==> src/rtl/fir_pkg.sv <==
// Shared types, constants and built-in tap sets for the FIR filter
package fir_pkg;

    // Datapath widths
    typedef logic signed [15:0] sample_t;   // Input and output samples
    typedef logic signed [15:0] coeff_t;    // Q1.15 coefficient
    typedef logic signed [39:0] acc_t;      // Products and sums, guard bits for 256 taps

    // Command port
    typedef logic [1:0] cmd_op_t;
    typedef logic [7:0] tap_addr_t;         // Coefficient index

    localparam cmd_op_t OP_COEFF  = 2'd0;   // Write one coefficient
    localparam cmd_op_t OP_PRESET = 2'd1;   // Load built-in set, data bit 0 picks it
    localparam cmd_op_t OP_CLEAR  = 2'd2;   // Zero the sample history
    // Code 3 is reserved and ignored

    // Fixed-point scaling
    localparam int COEFF_SHIFT = 15;        // Fraction bits of coeff_t

    // Saturation limits of sample_t
    localparam int SAMPLE_MAX = 32767;
    localparam int SAMPLE_MIN = -32768;

    // Built-in tap sets
    localparam int NUM_PRESET_TAPS = 8;

    // Symmetric low-pass, peak in the middle taps
    localparam coeff_t LOWPASS_TAPS [0:NUM_PRESET_TAPS-1] = '{
        16'sh0400,
        16'sh0800,
        16'sh0C00,
        16'sh1000,
        16'sh1000,
        16'sh0C00,
        16'sh0800,
        16'sh0400
    };

    // High-pass, negative outer taps
    localparam coeff_t HIGHPASS_TAPS [0:NUM_PRESET_TAPS-1] = '{
        16'shFC00,
        16'shF800,
        16'sh0400,
        16'sh0800,
        16'sh0800,
        16'sh0400,
        16'shF800,
        16'shFC00
    };

endpackage

==> src/rtl/fir_cmd_decode.sv <==
`timescale 1ns/1ps

// Command decode and coefficient bank
module fir_cmd_decode #(
    parameter int NUM_TAPS = 8
) (
    input  logic                                clk,
    input  logic                                rst_n,
    input  logic                                cmd_valid,
    input  fir_pkg::cmd_op_t                    cmd_op,
    input  fir_pkg::tap_addr_t                  cmd_addr,
    input  fir_pkg::coeff_t                     cmd_data,
    output fir_pkg::coeff_t [NUM_TAPS-1:0]      coeffs,
    output logic                                clear_hist
);

    // Registered command stage
    logic               cmd_valid_q;
    fir_pkg::cmd_op_t   op_q;
    fir_pkg::tap_addr_t addr_q;
    fir_pkg::coeff_t    data_q;

    // Built-in tap for entry idx, zero past the table
    function automatic fir_pkg::coeff_t preset_tap(input logic hp, input int idx);
        fir_pkg::coeff_t tap;
        tap = '0;
        if (idx < fir_pkg::NUM_PRESET_TAPS) begin
            tap = hp ? fir_pkg::HIGHPASS_TAPS[idx[2:0]] : fir_pkg::LOWPASS_TAPS[idx[2:0]];
        end
        return tap;
    endfunction

    // First cycle, capture the command
    always_ff @(posedge clk or negedge rst_n) begin
        if (!rst_n) begin
            cmd_valid_q <= 1'b0;
            clear_hist  <= 1'b0;
        end else begin
            cmd_valid_q <= cmd_valid;
            clear_hist  <= cmd_valid && (cmd_op == fir_pkg::OP_CLEAR); // One-cycle pulse
        end
    end

    always_ff @(posedge clk) begin
        if (cmd_valid) begin
            op_q   <= cmd_op;
            addr_q <= cmd_addr;
            data_q <= cmd_data;
        end
    end

    // Second cycle, apply to the bank
    always_ff @(posedge clk or negedge rst_n) begin
        if (!rst_n) begin
            for (int i = 0; i < NUM_TAPS; i++) begin
                coeffs[i] <= preset_tap(1'b0, i);           // Low-pass after reset
            end
        end else if (cmd_valid_q) begin
            case (op_q)
                fir_pkg::OP_COEFF: begin
                    if (int'(addr_q) < NUM_TAPS) begin      // Out-of-range address dropped
                        coeffs[addr_q] <= data_q;
                    end
                end
                fir_pkg::OP_PRESET: begin
                    for (int i = 0; i < NUM_TAPS; i++) begin
                        coeffs[i] <= preset_tap(data_q[0], i);
                    end
                end
                default: ;                                  // Clear handled above, code 3 ignored
            endcase
        end
    end

    // Back-to-back clears are not expected from the command source
    a_clear_single: assert property (@(posedge clk) disable iff (!rst_n)
        clear_hist |=> !clear_hist);

endmodule

==> config.mk <==
export PLATFORM = sky130hd
export DESIGN_NAME = fir_cmd_decode
export DESIGN_NICKNAME = d
export VERILOG_FILES = /design/src/rtl/fir_pkg.sv /design/src/rtl/fir_cmd_decode.sv
export SDC_FILE = /design/constraint.sdc
export NUM_CORES = 1
export LEC_CHECK = 0
export BUFFER_PORTS_ARGS = -buffer_cell sky130_fd_sc_hd__buf_4
export CELL_PAD_IN_SITES_DETAIL_PLACEMENT = 1
export CELL_PAD_IN_SITES_GLOBAL_PLACEMENT = 1
export CORE_MARGIN = 4
export CORE_UTILIZATION = 38
export DETAILED_ROUTE_END_ITERATION = 7
export PLACE_DENSITY_LB_ADDON = 0.05
export SLEW_MARGIN = 25
export SYNTH_ARGS = -nofsm -noshare
export SYNTH_HDL_FRONTEND = slang
export SYNTH_SLANG_ARGS = --single-unit
==> constraint.sdc <==
create_clock -name clk -period 2.1 [get_ports clk]
set_input_delay 0.21 -clock clk [delete_from_list [all_inputs] [get_ports clk]]
set_output_delay 0.21 -clock clk [all_outputs]
set_load 0.005 [all_outputs]
==> results.sh <==
export IMPL_hold_worst_slack_ns=0.119
export IMPL_cts_made_buffers=17
export IMPL_hold_end="cmd_valid_q"
export IMPL_vias=4315
export IMPL_comb_power_share=0.106
export IMPL_io_buffers=157
export IMPL_die_h_um=131
export IMPL_io_pin_count=158
export IMPL_wirelength_um=17900
export IMPL_endpoint_kind="flip-flop"
export IMPL_min_from="cmd_valid"
export IMPL_p_leak_nw=3.91
export IMPL_place_hpwl_um=11800
export IMPL_gp_congestion=0.761
export IMPL_syn_inst=382
export IMPL_crit_type="reg2reg"
export IMPL_synth_compound_area_frac=0.174
export IMPL_max_cap_violations=0
export IMPL_slew_viol_final=0
export IMPL_final_cell_mix="buf_4, dfrtp_1, o2bb2ai_1, dlygate4sd3_1, edfxtp_1"
export IMPL_switching_share=0.226
export IMPL_holdPathStages=1
export IMPL_vdd_ir_drop_max_mv=0.708
export IMPL_worst_slew_pin_slew_ns=0.558
export IMPL_cellPowerDensity_nw_per_um2=890
export IMPL_reg2reg_from="op_q[1]"
export IMPL_ys_types=35
export IMPL_fmax_mhz=474
export IMPL_drt_pass1_iter_count=4
export IMPL_layout_setup_ws_ns=-0.00943
export IMPL_sequentialPowerShare=0.457
export IMPL_synth_top_family_by_area="compound AO/OA/AOI/OAI gates"
export IMPL_grt_ovfl_total=0
export IMPL_n_fill_cell=1413
export IMPL_switchingPower_mw=1.71
export IMPL_drc=0
export IMPL_worstPathRequired_ns=2.44
export IMPL_synth_seq_cells=156
export IMPL_hold_class="in2reg"
export IMPL_drive_gt1_frac=0.467
export IMPL_startpoint_type="flip-flop"
export IMPL_path_max_fanout=10
export IMPL_synthMuxAreaShare=0.0520
export IMPL_dieArea_um2=17200
export IMPL_reg2regPathDepth=5
export IMPL_wire_per_inst_um=22.4
export IMPL_root_buffer="clkbuf_16"
export IMPL_synth_fa_ha_area_frac=0
export IMPL_fin_crit_sh=1.00
export IMPL_clock_latency_ns=0.43
export IMPL_syn2layout_area_growth_pct=46.6
export IMPL_final_antenna_net_count=0
export IMPL_finalHoldViolations=0
export IMPL_async_flop_share=0.833
export IMPL_setup_viol_count_final=3
export IMPL_yosysWarnings=0
export IMPL_failed_checks="setup timing"
export IMPL_nNetsFinal=630
export IMPL_synth_edf_count=26
export IMPL_relSlewSlack=0.628
export IMPL_synthFlopType="dfrtp_1"
export IMPL_final_common_cell="buf_4"
export IMPL_track_usage=0.212
export IMPL_start_util=0.393
export IMPL_grt_pass1_vias=4753
export IMPL_cts_max_level=4
export IMPL_syn_avg_cell_area_um2=15.1
export IMPL_period_needed_ns=2.11
export IMPL_grt_max_degree=57
export IMPL_cts_tree="built"
export IMPL_r2r_end="coeffs[97]"
export IMPL_clk_pin_slew_worst_paths_ns=0.06
export IMPL_core_area_um2=14700
export IMPL_power_share_clock=0.437
export IMPL_total_power_mw=7.53
export IMPL_p_int_mw=5.83
export IMPL_fp_dieW_um=131
export IMPL_grt_pass1_wl_um=28500
export IMPL_syn_nets=411
export IMPL_cts_buffer_depth=2
export IMPL_viasPerCell=5.41
export IMPL_r2r_slack_ns=-0.009
export IMPL_rows=44
export IMPL_synth_seq_area_share=0.701
export IMPL_synth_area_um2=5780
export IMPL_cts_sinks=156
export IMPL_synthSimpleGateAreaFrac=0.0546
export IMPL_status="finished with violations"
export IMPL_clock_skew_final_ns=0.0107
export IMPL_crit_arrival_ns=2.45
export IMPL_rsz0062_at_grt="true"
export IMPL_synth_xor_area_frac=0
export IMPL_drt_initial_drc_count=245
export IMPL_diodes=0
export IMPL_antenna_found_initial=0
## critical path, cell delays in order (launching register included)
cell and delay (ns):
edfxtp_1 0.44, or3b_2 0.55, nor4b_4 0.26, buf_4 0.22, nand2_1 0.29, o2bb2ai_1 0.26
## cells in the mapped netlist, types with 3 or more instances
library cell | n | area (um^2)
a22o_1 | 19 | 166
a32o_1 | 4 | 40.0
clkbuf_1 | 19 | 71.3
dfrtp_1 | 120 | 3000
dfstp_2 | 10 | 263
edfxtp_1 | 26 | 781
inv_1 | 3 | 11.3
mux2_2 | 20 | 225
mux2_4 | 5 | 75.1
nand2_1 | 26 | 97.6
nand3_1 | 3 | 15.0
nor2_1 | 8 | 30.0
nor4b_1 | 3 | 26.3
o21ai_0 | 6 | 30.0
o21ai_1 | 4 | 20.0
o2bb2ai_1 | 80 | 701
## how the worst max path moves through the flow
stage,startpoint,slack [ns],endpoint
after floorplan,addr_q[4],0.009,coeffs[123]
after global placement,addr_q[4],-0.03,coeffs[114]
after detailed placement,addr_q[5],-0.07,coeffs[121]
after CTS,op_q[1],-0.005,coeffs[66]
after global routing,op_q[1],-0.11,coeffs[97]
final,op_q[1],-0.009,coeffs[97]
## power by group through the flow
| stage | clock [mW] | combinational, mW | sequential (mW) |
|---|---|---|---|
| floorplan | 0 | 0.270 | 3.48 |
| global placement | 0 | 0.726 | 3.49 |
| detailed placement | 0 | 0.748 | 3.50 |
| CTS | 3.36 | 0.795 | 3.45 |
| global route | 3.51 | 0.873 | 3.47 |
| finish | 3.29 | 0.795 | 3.44 |
## cells by family after synthesis
family / count (synthesis)
flops: 156
compound gates: 118
simple gates: 58
buf+inv: 25
mux: 25
## sequential cells by signal, indices dropped and copies added (netlist names)
register / flops
clear_hist: 1
op_q: 2
cmd_valid_q: 1
coeffs: 128
data_q: 16
addr_q: 8
## per-stage QoR
stage | util | instances | area, um^2 | setup TNS [ns] | setup WS [ns]
CTS | 0.569 | 797 | 8360 | -0.00744 | -0.00485
detailed placement | 0.504 | 737 | 7410 | -0.811 | -0.0666
global placement | 0.504 | 737 | 7410 | -0.266 | -0.0304
finish | 0.576 | 798 | 8470 | -0.0197 | -0.00943
floorplan | - | 382 | 5780 | 0 | 0.00884
global route | 0.576 | 798 | 8470 | -1.89 | -0.110
## timing repair
item / CTS / global route
gates cloned: 0 / 1
hold buffers: 28 / 0
pin swaps: 1 / 1
endpoints found under the hold margin: 55 / 0
endpoints found under the setup margin: 26 / 71
setup buffers: 0 / 0
gates resized for setup: 5 / 17
## layout make-up
cell class                      instances  area [um^2]  share of cell area
Tap cell                              184          230              0.0272
Timing Repair Buffer                  222         1810               0.214
Sequential cell                       156         4050               0.478
Clock inverter                         12          156              0.0185
Inverter                                3         11.3             0.00133
Multi-Input combinational cell        201         1720               0.204
Clock buffer                           20          489              0.0578
## routing by layer
| layer | track usage | vias up | share of wire |
|---|---|---|---|
| li1 | - | 1928 | - |
| met1 | 0.281 | 2238 | 0.44 |
| met2 | 0.348 | 130 | 0.50 |
| met3 | 0.0596 | 19 | 0.052 |
| met4 | 0.0513 | 0 | 0.013 |
| met5 | 0 | - | 0 |
Power figures use the tool's default switching activity.
