$ cat config.mk
export PLATFORM = sky130hd
export DESIGN_NAME = fir_result
export DESIGN_NICKNAME = d
export VERILOG_FILES = /design/src/rtl/fir_pkg.sv /design/src/rtl/fir_result.sv
export SDC_FILE = /design/constraint.sdc
export NUM_CORES = 1
export LEC_CHECK = 0
export BUFFER_PORTS_ARGS = -buffer_cell sky130_fd_sc_hd__buf_2
export CAP_MARGIN = 30
export CORE_AREA = 2 2 90 66
export CTS_CLUSTER_SIZE = 8
export DETAILED_ROUTE_END_ITERATION = 10
export DIE_AREA = 0 0 92 68
export HOLD_SLACK_MARGIN = 0.05
export PLACE_DENSITY = 0.64
export SYNTH_ARGS = -nofsm -noshare
export SYNTH_HDL_FRONTEND = slang
export SYNTH_SLANG_ARGS = --single-unit
$ cat constraint.sdc
create_clock -name clk -period 1.4 [get_ports clk]
set_input_delay 0.21 -clock clk [delete_from_list [all_inputs] [get_ports clk]]
set_output_delay 0.21 -clock clk [all_outputs]
set_load 0.005 [all_outputs]
$ cat src/rtl/fir_pkg.sv
// Shared types, constants and built-in tap sets for the FIR filter
package fir_pkg;

    // Datapath widths
    typedef logic signed [15:0] sample_t;   // Input and output samples
    typedef logic signed [15:0] coeff_t;    // Q1.15 coefficient
    typedef logic signed [39:0] acc_t;      // Products and sums, guard bits for 256 taps

    // Command port
    typedef logic [1:0] cmd_op_t;
    typedef logic [7:0] tap_addr_t;         // Coefficient index

    localparam cmd_op_t OP_COEFF  = 2'd0;   // Write one coefficient
    localparam cmd_op_t OP_PRESET = 2'd1;   // Load built-in set, data bit 0 picks it
    localparam cmd_op_t OP_CLEAR  = 2'd2;   // Zero the sample history
    // Code 3 is reserved and ignored

    // Fixed-point scaling
    localparam int COEFF_SHIFT = 15;        // Fraction bits of coeff_t

    // Saturation limits of sample_t
    localparam int SAMPLE_MAX = 32767;
    localparam int SAMPLE_MIN = -32768;

    // Built-in tap sets
    localparam int NUM_PRESET_TAPS = 8;

    // Symmetric low-pass, peak in the middle taps
    localparam coeff_t LOWPASS_TAPS [0:NUM_PRESET_TAPS-1] = '{
        16'sh0400,
        16'sh0800,
        16'sh0C00,
        16'sh1000,
        16'sh1000,
        16'sh0C00,
        16'sh0800,
        16'sh0400
    };

    // High-pass, negative outer taps
    localparam coeff_t HIGHPASS_TAPS [0:NUM_PRESET_TAPS-1] = '{
        16'shFC00,
        16'shF800,
        16'sh0400,
        16'sh0800,
        16'sh0800,
        16'sh0400,
        16'shF800,
        16'shFC00
    };

endpackage

$ cat src/rtl/fir_result.sv
`timescale 1ns/1ps

// Output scaling, saturation and clip counter
module fir_result (
    input  logic                clk,
    input  logic                rst_n,
    input  logic                sum_valid,
    input  fir_pkg::acc_t       sum,
    output logic                out_valid,
    output fir_pkg::sample_t    out_sample,
    output logic [15:0]         sat_count
);

    fir_pkg::acc_t    scaled;       // Sum with fraction bits removed
    fir_pkg::sample_t clamped;
    logic             clip;

    // Arithmetic shift, rounds toward minus infinity
    assign scaled = sum >>> fir_pkg::COEFF_SHIFT;

    always_comb begin
        clip    = 1'b1;
        clamped = scaled[15:0];
        if (scaled > fir_pkg::acc_t'(fir_pkg::SAMPLE_MAX)) begin
            clamped = fir_pkg::sample_t'(fir_pkg::SAMPLE_MAX);   // Positive overflow
        end else if (scaled < fir_pkg::acc_t'(fir_pkg::SAMPLE_MIN)) begin
            clamped = fir_pkg::sample_t'(fir_pkg::SAMPLE_MIN);   // Negative overflow
        end else begin
            clip = 1'b0;
        end
    end

    // Output register
    always_ff @(posedge clk) begin
        if (sum_valid) begin
            out_sample <= clamped;
        end
    end

    always_ff @(posedge clk or negedge rst_n) begin
        if (!rst_n) begin
            out_valid <= 1'b0;
            sat_count <= '0;
        end else begin
            out_valid <= sum_valid;
            if (sum_valid && clip) begin
                sat_count <= sat_count + 16'd1;                 // Wraps at 2^16
            end
        end
    end

    // A clip count step comes with a full-scale output in the same cycle
    a_clip_full_scale: assert property (@(posedge clk) disable iff (!rst_n)
        (sat_count != $past(sat_count)) |-> (out_valid &&
            (out_sample == fir_pkg::sample_t'(fir_pkg::SAMPLE_MAX) ||
             out_sample == fir_pkg::sample_t'(fir_pkg::SAMPLE_MIN))));

endmodule

==> results of run 1 <==
## power breakdown
part | internal, W | switching, W | leakage (nW) | total (W)
Clock | 0.000532 | 0.000355 | 0.0543 | 0.000887
Combinational | 0.000439 | 0.000317 | 0.623 | 0.000756
Sequential | 0.00117 | 0.000102 | 0.381 | 0.00127
Total | 0.00214 | 0.000774 | 1.06 | 0.00291
## kinds of logic after synthesis
group                      Yosys count
AOI/OAI and AO/OA                   15
buffers and inverters                5
muxes                                2
adders and majority gates            1
xor gates and xnor gates            15
DFF                                 33
and+or+nand+nor                     40
## metrics by stage
stage | utilization, % | power [W] | cell area [µm²] | worst slack, ns | std cells
global route | 40.3 | 0.00307 | 2210 | -0.110 | 272
CTS | 40.0 | 0.00292 | 2180 | -0.0430 | 272
floorplan | - | 0.00156 | 1500 | -0.292 | 111
global placement | 37.2 | 0.00198 | 2040 | -0.439 | 262
finish | 40.3 | 0.00291 | 2210 | -0.0587 | 272
detailed placement | 37.2 | 0.00200 | 2040 | -0.457 | 262
## cell type report
cell class	count	area (µm²)
Clock buffer	5	68.8
Clock inverter	3	46.3
Fill cell	542	3260
Multi-Input combinational cell	73	593
Sequential cell	33	906
Tap cell	75	93.8
Timing Repair Buffer	83	498
## metal layers
layer	share of wire (%)	routed length (µm)
met5	0	0
met4	1.3	42
met3	3.4	113
met2	51	1660
met1	45	1470
## cell usage after synthesis (all sizes together) (2+ instances only)
master and instances:
a21o 15, and3 9, clkbuf 4, dfrtp 17
edfxtp 16, nand2 5, nand3 8, nand4 8
nor2 2, nor3 2, xnor2 15
## critical path, cell delays in order
cell	delay [ns]
buf_6	0.09
or4_4	0.53
nor4_4	0.19
mux2i_2	0.16
nand2_1	0.13
mux2_4	0.30
## flip-flops by register name, indices dropped and copies added (netlist names)
| signal | count |
|---|---|
| out_sample | 16 |
| out_valid | 1 |
| sat_count | 16 |
## repair_timing
item	4_1_cts	5_1_grt
resized for setup	3	5
setup buffers	1	1
hold endpoints to repair	17	0
setup endpoints to repair	28	18
pin swaps	3	2
hold buffers	1	0
## cell usage in the layout, fill, tap and decap left out, types with 2 or more instances in the layout
cell type  instances
dfrtp_1           17
and3_1             9
buf_6              2
buf_4             20
nand3_2            7
xnor2_1           13
a21o_1            15
buf_2             59
nand4_1            8
edfxtp_1          16
nand2_1            4
clkbuf_8           5
xnor2_2            2
## worst min-delay path by stage
stage / startpoint / end / slack (ns) / depth (start not counted)
finish: sum[39] / out_sample[15] / 0.17 / 1
global route: sum[39] / out_sample[15] / 0.17 / 1
CTS: sum[39] / out_sample[15] / 0.17 / 1
detailed placement: rst_n / sat_count[0] / 0.15 / 1
global placement: rst_n / sat_count[0] / 0.15 / 1
floorplan: rst_n / out_valid / -0.09 / 0
==> run_results.csv, run 1 <==
group,metric,value,unit
yosys,synth_xor_area_share,9.02,%
yosys,synth.yosys.warnings,0,
power,leakage,1.06,nW
worst_setup_path,worst_reg2reg_path_endpoint,"sat_count[10]",
die,top_level_ports,76,
sta,fmax,0.686,GHz
route,detail_route.vias_per_cell,4.29,
yosys,synth_largest_area_cell,"edfxtp_1",
clock_tree,insertion_delay,0.29,ns
worst_setup_path,critical_path_class,"input port to flip-flop",
finish,fraction_of_layout_instances_using_a_drive_strength_above_1,54.8,%
yosys,synth_edf_count,16,
global_route,grt-ovfl-total,0,
outcome,outcome,"finished, violations left",
hold_path,path_category_of_the_worst_min_delay_check,"input port to flip-flop",
global_route,grt_pass1_wl,5240,µm
sta,fin_crit_sh,104,%
sta,maxSlewViolCount,0,
yosys,synthesis.area,1460,µm²
worst_setup_path,reg2regPathDepth,6,
route,route.detailed.wl_per_inst,12.1,µm
route,vias,1168,
flow_run,cap_violations,0,
global_route,grt_pass1_vias,1151,
global_route,maximum_number_of_pins_on_one_net_before_global_route_repair,18,
yosys,portion_of_synthesized_cell_area_occupied_by_the_leading_cell_type,33.0,%
outcome,violations,"negative setup slack",
clock_tree,ctsHtreeMaxLevel,2,
worst_setup_path,end_kind,"flip-flop",
power,vdd_drop_max,0.464,mV
placement,hpwlAfterDp,2500,µm
global_route,groute.usage.overall,11.0,%
finish,count_of_nets_after_finishing,240,
yosys,synthCells,111,
sta,fin_ws,-0.0587,ns
placement,port-buffer-count,60,
yosys,netlist_top_cells_area,"edfxtp_1, dfrtp_1, xnor2_1, a21o_1, and3_1",
clock_tree,cts.clk_slew.worst_paths,0.07,ns
clock_tree,clockRootBuffer,"clkbuf_8",
yosys,synth_top_family_by_area,"simple AND/OR/NAND/NOR gates",
finish,syn_to_final_growth,51.5,%
worst_setup_path,reg_to_reg_slack_setup,0.06,ns
clock_tree,clock_tree_from_tritoncts,"yes",
yosys,postSynthRegisterBits,33,
sta,skew,0.00784,ns
sta,rsz0062_at_grt,"yes",
die,core_region_area,5470,µm²
yosys,ys_types,21,
die,die_w,92,µm
power,p_per_area,1320,nW/µm²
yosys,post_synth_mux_area_share,1.72,%
global_route,global_route.usage.met1,13.1,%
route,wirelength,3280,µm
global_route,grt_util_met2,18.5,%
worst_setup_path,timing.critical_path.arrival,1.63,ns
route,antenna_viol_nets_final,0,
route,first_pass_iters,4,
worst_setup_path,critPathLaunch,"sum[32]",
sta,finalHoldViolCount,0,
clock_tree,cts.path.max_buffers,2,
die,die_h,68,µm
sta,hold-worst-slack,0.173,ns
yosys,postSynthAreaPerCell,13.1,µm²
global_route,globalRouteMet3Util,3.74,%
clock_tree,number_of_buffers_added_by_the_clock_tree_synthesis_step,5,
die,start_util,26.6,%
sta,post_route_setup_tns,-0.0587,ns
route,drc,0,
yosys,yosys.area_share.simple,16.7,%
sta,slew_headroom,60.3,%
sta,setup_viol,1,
clock_tree,cts.sink_count,33,
sta,period_minus_slack,1.46,ns
yosys,synth_compound_area_share,7.73,%
worst_setup_path,cp-endpoint,"sat_count[1]",
route,drt_first_iter_violations,46,
yosys,synth_fp_nets,155,
placement,place.gp.congestion,0.723,
die,rows,23,
sta,worst-slew-pin-transition,0.595,ns
worst_setup_path,reg2reg_from,"sat_count[0]",
worst_setup_path,worst_setup_path_start_kind,"input port",
worst_setup_path,worst-path-max-fanout,3,
global_route,antenna_found_initial,0,
yosys,postSynth.topFlopCell,"dfrtp_1",
die,die-area,6260,µm²
yosys,synthArstFlopShare,51.5,%
yosys,synth-adder-area-share,0.859,%
yosys,synth_seq_area_share,62.2,%
finish,insertedDiodeCount,0,
global_route,grt-busiest-layer,"met2",
worst_setup_path,crit_path_required_time,1.57,ns
Note: power is estimated with default switching activity, not from simulation.
==> inputs of run 2 (changes only) <==
--- a/config.mk
+++ b/config.mk
@@ -11,6 +11,7 @@
 export CTS_CLUSTER_SIZE = 8
 export DETAILED_ROUTE_END_ITERATION = 10
 export DIE_AREA = 0 0 92 68
+export GPL_TIMING_DRIVEN = 0
 export HOLD_SLACK_MARGIN = 0.05
 export PLACE_DENSITY = 0.64
 export SYNTH_ARGS = -nofsm -noshare
==> run 2 against run 1 <==
The flow still finishes with violations (negative setup slack); die area unchanged; largest cell class unchanged; sequential power about the same; sequential cell count unchanged.
==> run_results.csv, run 2 (synthesis gave the netlist of run 1 again) <==
group,metric,value,unit
outcome,outcome,"finished, violations left",
outcome,violations,"negative setup slack",
finish,seq_area,907,µm²
die,die_h,68,µm
hold_path,path_category_of_the_worst_min_delay_check,"input port to flip-flop",
global_route,grt-ovfl-total,0,
placement,postPlaceCellArea,1890,µm²
route,wirelength,3270,µm
worst_setup_path,worst-path-max-fanout,4,
route,drt_first_iter_violations,54,
sta,slew_headroom,60.0,%
global_route,grt_pass1_wl,5360,µm
finish,count_of_nets_after_finishing,233,
clock_tree,cts.sink_count,33,
global_route,antenna_found_initial,0,
finish,insertedDiodeCount,0,
route,detail_route.vias_per_cell,4.32,
global_route,grt_pass1_vias,1140,
clock_tree,ctsHtreeMaxLevel,2,
clock_tree,insertion_delay,0.29,ns
sta,fin_crit_sh,108,%
route,route.detailed.wl_per_inst,12.3,µm
route,antenna_viol_nets_final,0,
worst_setup_path,timing.critical_path.arrival,1.69,ns
worst_setup_path,worst_setup_path_start_kind,"input port",
worst_setup_path,critical_path_class,"input port to flip-flop",
finish,syn_to_final_growth,47.9,%
sta,fmax,0.663,GHz
placement,hpwlAfterDp,2350,µm
sta,maxSlewViolCount,0,
worst_setup_path,reg2reg_from,"sat_count[2]",
die,top_level_ports,76,
die,die-area,6260,µm²
hold_path,hold_path.startpoint,"sum[21]",
route,vias,1144,
worst_setup_path,end_kind,"flip-flop",
finish,fillers,554,
worst_setup_path,critPathLaunch,"sum[35]",
finish,final_cell_area,2150,µm²
sta,worst-slew-pin-transition,0.600,ns
power,leakage,1.02,nW
power,vdd_drop_max,0.492,mV
clock_tree,number_of_buffers_added_by_the_clock_tree_synthesis_step,5,
finish,layout_common_cells,"buf_2, edfxtp_1, dfrtp_1",
placement,place.gp.congestion,0.723,
finish,multi_input_area,604,µm²
finish,largestRegisters,"out_sample x16, sat_count x16, out_valid x1",
global_route,groute.usage.overall,11.1,%
power,p_per_area,1330,nW/µm²
sta,post_route_setup_tns,-0.825,ns
route,drc,0,
die,start_util,26.6,%
placement,port-buffer-count,60,
flow_run,cap_violations,0,
clock_tree,clockRootBuffer,"clkbuf_8",
sta,skew,0.0100,ns
route,first_pass_iters,4,
finish,final_util,39.4,%
finish,fraction_of_layout_instances_using_a_drive_strength_above_1,53.2,%
global_route,maximum_number_of_pins_on_one_net_before_global_route_repair,28,
clock_tree,cts.path.max_buffers,2,
sta,setup_viol,26,
sta,rsz0062_at_grt,"yes",
clock_tree,clock_tree_from_tritoncts,"yes",
die,core_region_area,5470,µm²
finish,final_common_cell,"buf_2",
die,rows,23,
clock_tree,cts.clk_slew.worst_paths,0.07,ns
sta,period_minus_slack,1.51,ns
sta,finalHoldViolCount,0,
die,die_w,92,µm
worst_setup_path,crit_path_required_time,1.58,ns
sta,fin_ws,-0.109,ns
-- run 2: area by class of cell --
class | instances | share of cell area [%]
Multi-Input combinational cell | 73 | 28.1
Buffer | 4 | 1.57
Timing Repair Buffer | 72 | 18.5
Clock inverter | 3 | 2.15
Clock buffer | 5 | 3.20
Tap cell | 75 | 4.36
Sequential cell | 33 | 42.1
-- run 2: final timing paths --
path / to / slack [ns] / depth (start not counted)
worst max register to register: sat_count[13] / -0.02 / 5
worst max-delay path: sat_count[1] / -0.11 / 7
worst min-delay path: out_sample[6] / 0.19 / 2
worst min register to register: sat_count[15] / 0.47 / 1
min in group asynchronous: sat_count[1] / 0.38 / 2
max in group asynchronous: sat_count[3] / 0.72 / 2
-- run 2: routing by layer --
metal,track usage (%),vias up,part of all wire (%)
met5,0,-,0
met1,13.6,541,44
met4,5.97,0,2.5
li1,-,566,-
met3,2.75,9,4.0
met2,18.7,28,50
-- run 2: where the power goes --
group / internal (W) / leakage (nW) / switching [W]
Clock: 0.000532 / 0.0543 / 0.000369
Sequential: 0.00117 / 0.380 / 0.000131
Combinational: 0.000382 / 0.588 / 0.000275
Total: 0.00208 / 1.02 / 0.000774
-- run 2: stage by stage --
stage	cells	total power [W]	hold slack (ns)	setup WS [ns]
floorplan	111	0.00156	-0.0856	-0.292
CTS	258	0.00276	0.180	-0.161
detailed placement	246	0.00183	0.162	-0.664
finish	265	0.00286	0.186	-0.109
global route	265	0.00302	0.176	-0.153
global placement	246	0.00182	0.166	-0.643
-- run 2: what timing repair did --
item                                    4_1_cts  5_1_grt
gates resized for setup                       8        7
pin swaps                                     0        3
cloned                                        0        0
setup buffers                                 4        7
endpoints found under the hold margin        17        0
endpoints found under the setup margin       25       26
hold buffers                                  1        0
-- run 2: critical path, stage by stage --
cell and delay [ns]:
buf_6 0.09, or4_4 0.53, nor4_4 0.19, buf_4 0.17, mux2i_4 0.08, nand2_2 0.12, mux2_4 0.30
==> inputs of run 3 (changes only) <==
==> constraint.sdc (replaced) <==
create_clock -name clk -period 1.4 [get_ports clk]
set_input_delay 0.07 -clock clk [delete_from_list [all_inputs] [get_ports clk]]
set_output_delay 0.07 -clock clk [all_outputs]
set_load 0.005 [all_outputs]
==> run 3 against run 2 <==
The run still ends with negative setup slack left; cell area increased by 5.4%; via count increased by 6.5%; clock skew decreased by 0.0048 ns; sequential power about the same; hold slack got worse by 0.12 ns; clock power decreased by 20%; sequential cell count unchanged; count of clock-buffer cells in the layout increased by 3; die area unchanged; largest power group unchanged; highest routed layer unchanged.
==> run_results.csv, run 3 (synthesis gave the netlist of run 1 again) <==
group,metric,value,unit
finish,seq_area,910,µm²
sta,post_route_setup_tns,-0.000719,ns
hold_path,hold_path.startpoint,"sum[26]",
outcome,outcome,"finished, violations left",
power,p_per_area,1210,nW/µm²
sta,fin_ws,-0.000719,ns
sta,slew_headroom,60.5,%
finish,largestRegisters,"out_sample x16, sat_count x16, out_valid x1",
route,antenna_viol_nets_final,0,
route,vias,1218,
finish,syn_to_final_growth,55.8,%
power,fraction_of_power_consumed_by_combinational_cells,27.7,%
sta,rsz0062_at_grt,"yes",
route,drc,0,
clock_tree,insertion_delay,0.28,ns
global_route,grt-ovfl-total,0,
clock_tree,ctsHtreeMaxLevel,2,
worst_setup_path,worst_reg2reg_path_endpoint,"sat_count[10]",
worst_setup_path,reg2reg_from,"sat_count[0]",
die,die-area,6260,µm²
placement,postPlaceCellArea,1890,µm²
sta,fmax,0.714,GHz
global_route,antenna_found_initial,0,
placement,hpwlAfterDp,2470,µm
route,drt_first_iter_violations,47,
power,clk_pwr_share,26.3,%
placement,place.gp.congestion,0.730,
global_route,groute.usage.overall,11.8,%
worst_setup_path,reg2regPathDepth,5,
worst_setup_path,timing.critical_path.arrival,1.43,ns
die,start_util,26.6,%
die,rows,23,
placement,port-buffer-count,60,
hold_path,path_category_of_the_worst_min_delay_check,"input port to flip-flop",
worst_setup_path,worst-path-max-fanout,5,
worst_setup_path,cp_top_family,"simple AND/OR/NAND/NOR gates",
finish,fillers,546,
finish,final_cell_area,2270,µm²
worst_setup_path,critPathLaunch,"sum[34]",
worst_setup_path,crit_buf_inv,3,
clock_tree,clock_tree_from_tritoncts,"yes",
worst_setup_path,timing.critical_path.slowest_stage_cell,"or4_4",
clock_tree,clockRootBuffer,"clkbuf_8",
finish,multi_input_area,611,µm²
power,internal-power,0.00202,W
worst_setup_path,worst_setup_path_start_kind,"input port",
finish,layout_common_cells,"buf_2, buf_4, edfxtp_1",
global_route,grt_pass1_wl,5620,µm
finish,final_common_cell,"buf_2",
sta,maxSlewViolCount,0,
worst_setup_path,end_kind,"flip-flop",
worst_setup_path,timing.critical_path.slowest_cell_delay,0.53,ns
sta,worst-slew-pin-transition,0.593,ns
die,die_h,68,µm
finish,stdcell_count,279,
worst_setup_path,reg_to_reg_slack_setup,0.02,ns
clock_tree,cts.clk_slew.worst_paths,0.06,ns
sta,period_minus_slack,1.40,ns
finish,insertedDiodeCount,0,
power,switching_share,26.7,%
power,vdd_drop_max,0.446,mV
power,power_switching,0.000736,W
route,first_pass_iters,4,
route,detail_route.vias_per_cell,4.37,
finish,fraction_of_layout_instances_using_a_drive_strength_above_1,54.4,%
outcome,violations,"negative setup slack",
global_route,maximum_number_of_pins_on_one_net_before_global_route_repair,28,
route,route.detailed.wl_per_inst,13.1,µm
worst_setup_path,crit_path_required_time,1.43,ns
clock_tree,cts.path.max_buffers,2,
route,wirelength,3650,µm
sta,finalHoldViolCount,0,
power,leakage,1.07,nW
worst_setup_path,crit_path_cell_trace,"buf_6 -> or4_4 -> nor4_4 -> buf_4 -> nor2_4 -> buf_8 -> a21o_1",
die,core_region_area,5470,µm²
power,p_total,0.00275,W
placement,dp.cells,246,
flow_run,cap_violations,0,
clock_tree,number_of_buffers_added_by_the_clock_tree_synthesis_step,5,
die,top_level_ports,76,
power,power_frac_seq,46.1,%
hold_path,holdPathStages,2,
sta,setup_viol,1,
placement,detailedPlace.worstSlack,-0.530,ns
finish,count_of_nets_after_finishing,247,
die,die_w,92,µm
sta,skew,0.00526,ns
sta,fin_crit_sh,100,%
global_route,grt_pass1_vias,1198,
worst_setup_path,critical_path_class,"input port to flip-flop",
clock_tree,cts.sink_count,33,
hold_path,hold_path_end,"out_sample[11]",
-- run 3: cell count changes in the layout (fill, tap and decap cells not counted), sizes merged --
cell / delta
bufinv: -1
clkinvlp: -1
clkbuf: +2
dlygate4sd3: +5
clkinv: -1
buf: +10
-- run 3: worst max path at each step --
stage / endpoint / cells past startpoint
detailed placement: sat_count[10] / 6
CTS: sat_count[1] / 6
global route: sat_count[10] / 5
floorplan: out_sample[10] / 5
global placement: sat_count[10] / 6
finish: out_sample[12] / 7
-- run 3: metal layers --
layer / GRT usage, % / up-vias / part of all wire [%]
met5: 0 / - / 0
met4: 5.78 / 0 / 1.7
met3: 3.30 / 10 / 5.0
met2: 18.4 / 33 / 47
met1: 15.3 / 586 / 46
li1: - / 589 / -
-- run 3: cell type report --
type	count	share of cell area, %
Sequential cell	33	40.1
Timing Repair Buffer	86	23.4
Buffer	4	1.54
Clock buffer	8	3.97
Multi-Input combinational cell	73	26.9
Tap cell	75	4.13
-- run 3: worst reg2reg max path, cell delays in order, from the launching register on --
cell	delay, ns
dfrtp_1	0.38
ha_2	0.21
nand2_1	0.11
nor3_4	0.27
nand4_1	0.16
xnor2_1	0.15
-- run 3: power by group through the flow --
| stage | Clock [W] | Combinational (W) | Sequential (W) |
|---|---|---|---|
| finish | 0.000723 | 0.000762 | 0.00127 |
| global route | 0.000796 | 0.000854 | 0.00128 |
| CTS | 0.000745 | 0.000621 | 0.00128 |
| detailed placement | 0 | 0.000510 | 0.00132 |
| global placement | 0 | 0.000501 | 0.00131 |
| floorplan | 0 | 0.000245 | 0.00131 |
-- run 3: through the flow --
step | util (%) | hold WS, ns
floorplan | - | -0.226
global placement | 34.6 | 0.0210
detailed placement | 34.6 | 0.0170
CTS | 38.4 | 0.0516
global route | 41.5 | 0.0606
finish | 41.5 | 0.0642
-- run 3: what timing repair did --
action / 4_1_cts / 5_1_grt
hold endpoints to repair: 19 / 3
pin swaps: 1 / 6
gates cloned: 1 / 0
endpoints found under the setup margin: 17 / 24
gates resized for setup: 13 / 12
buffers inserted: 4 / 15
hold buffers: 3 / 3
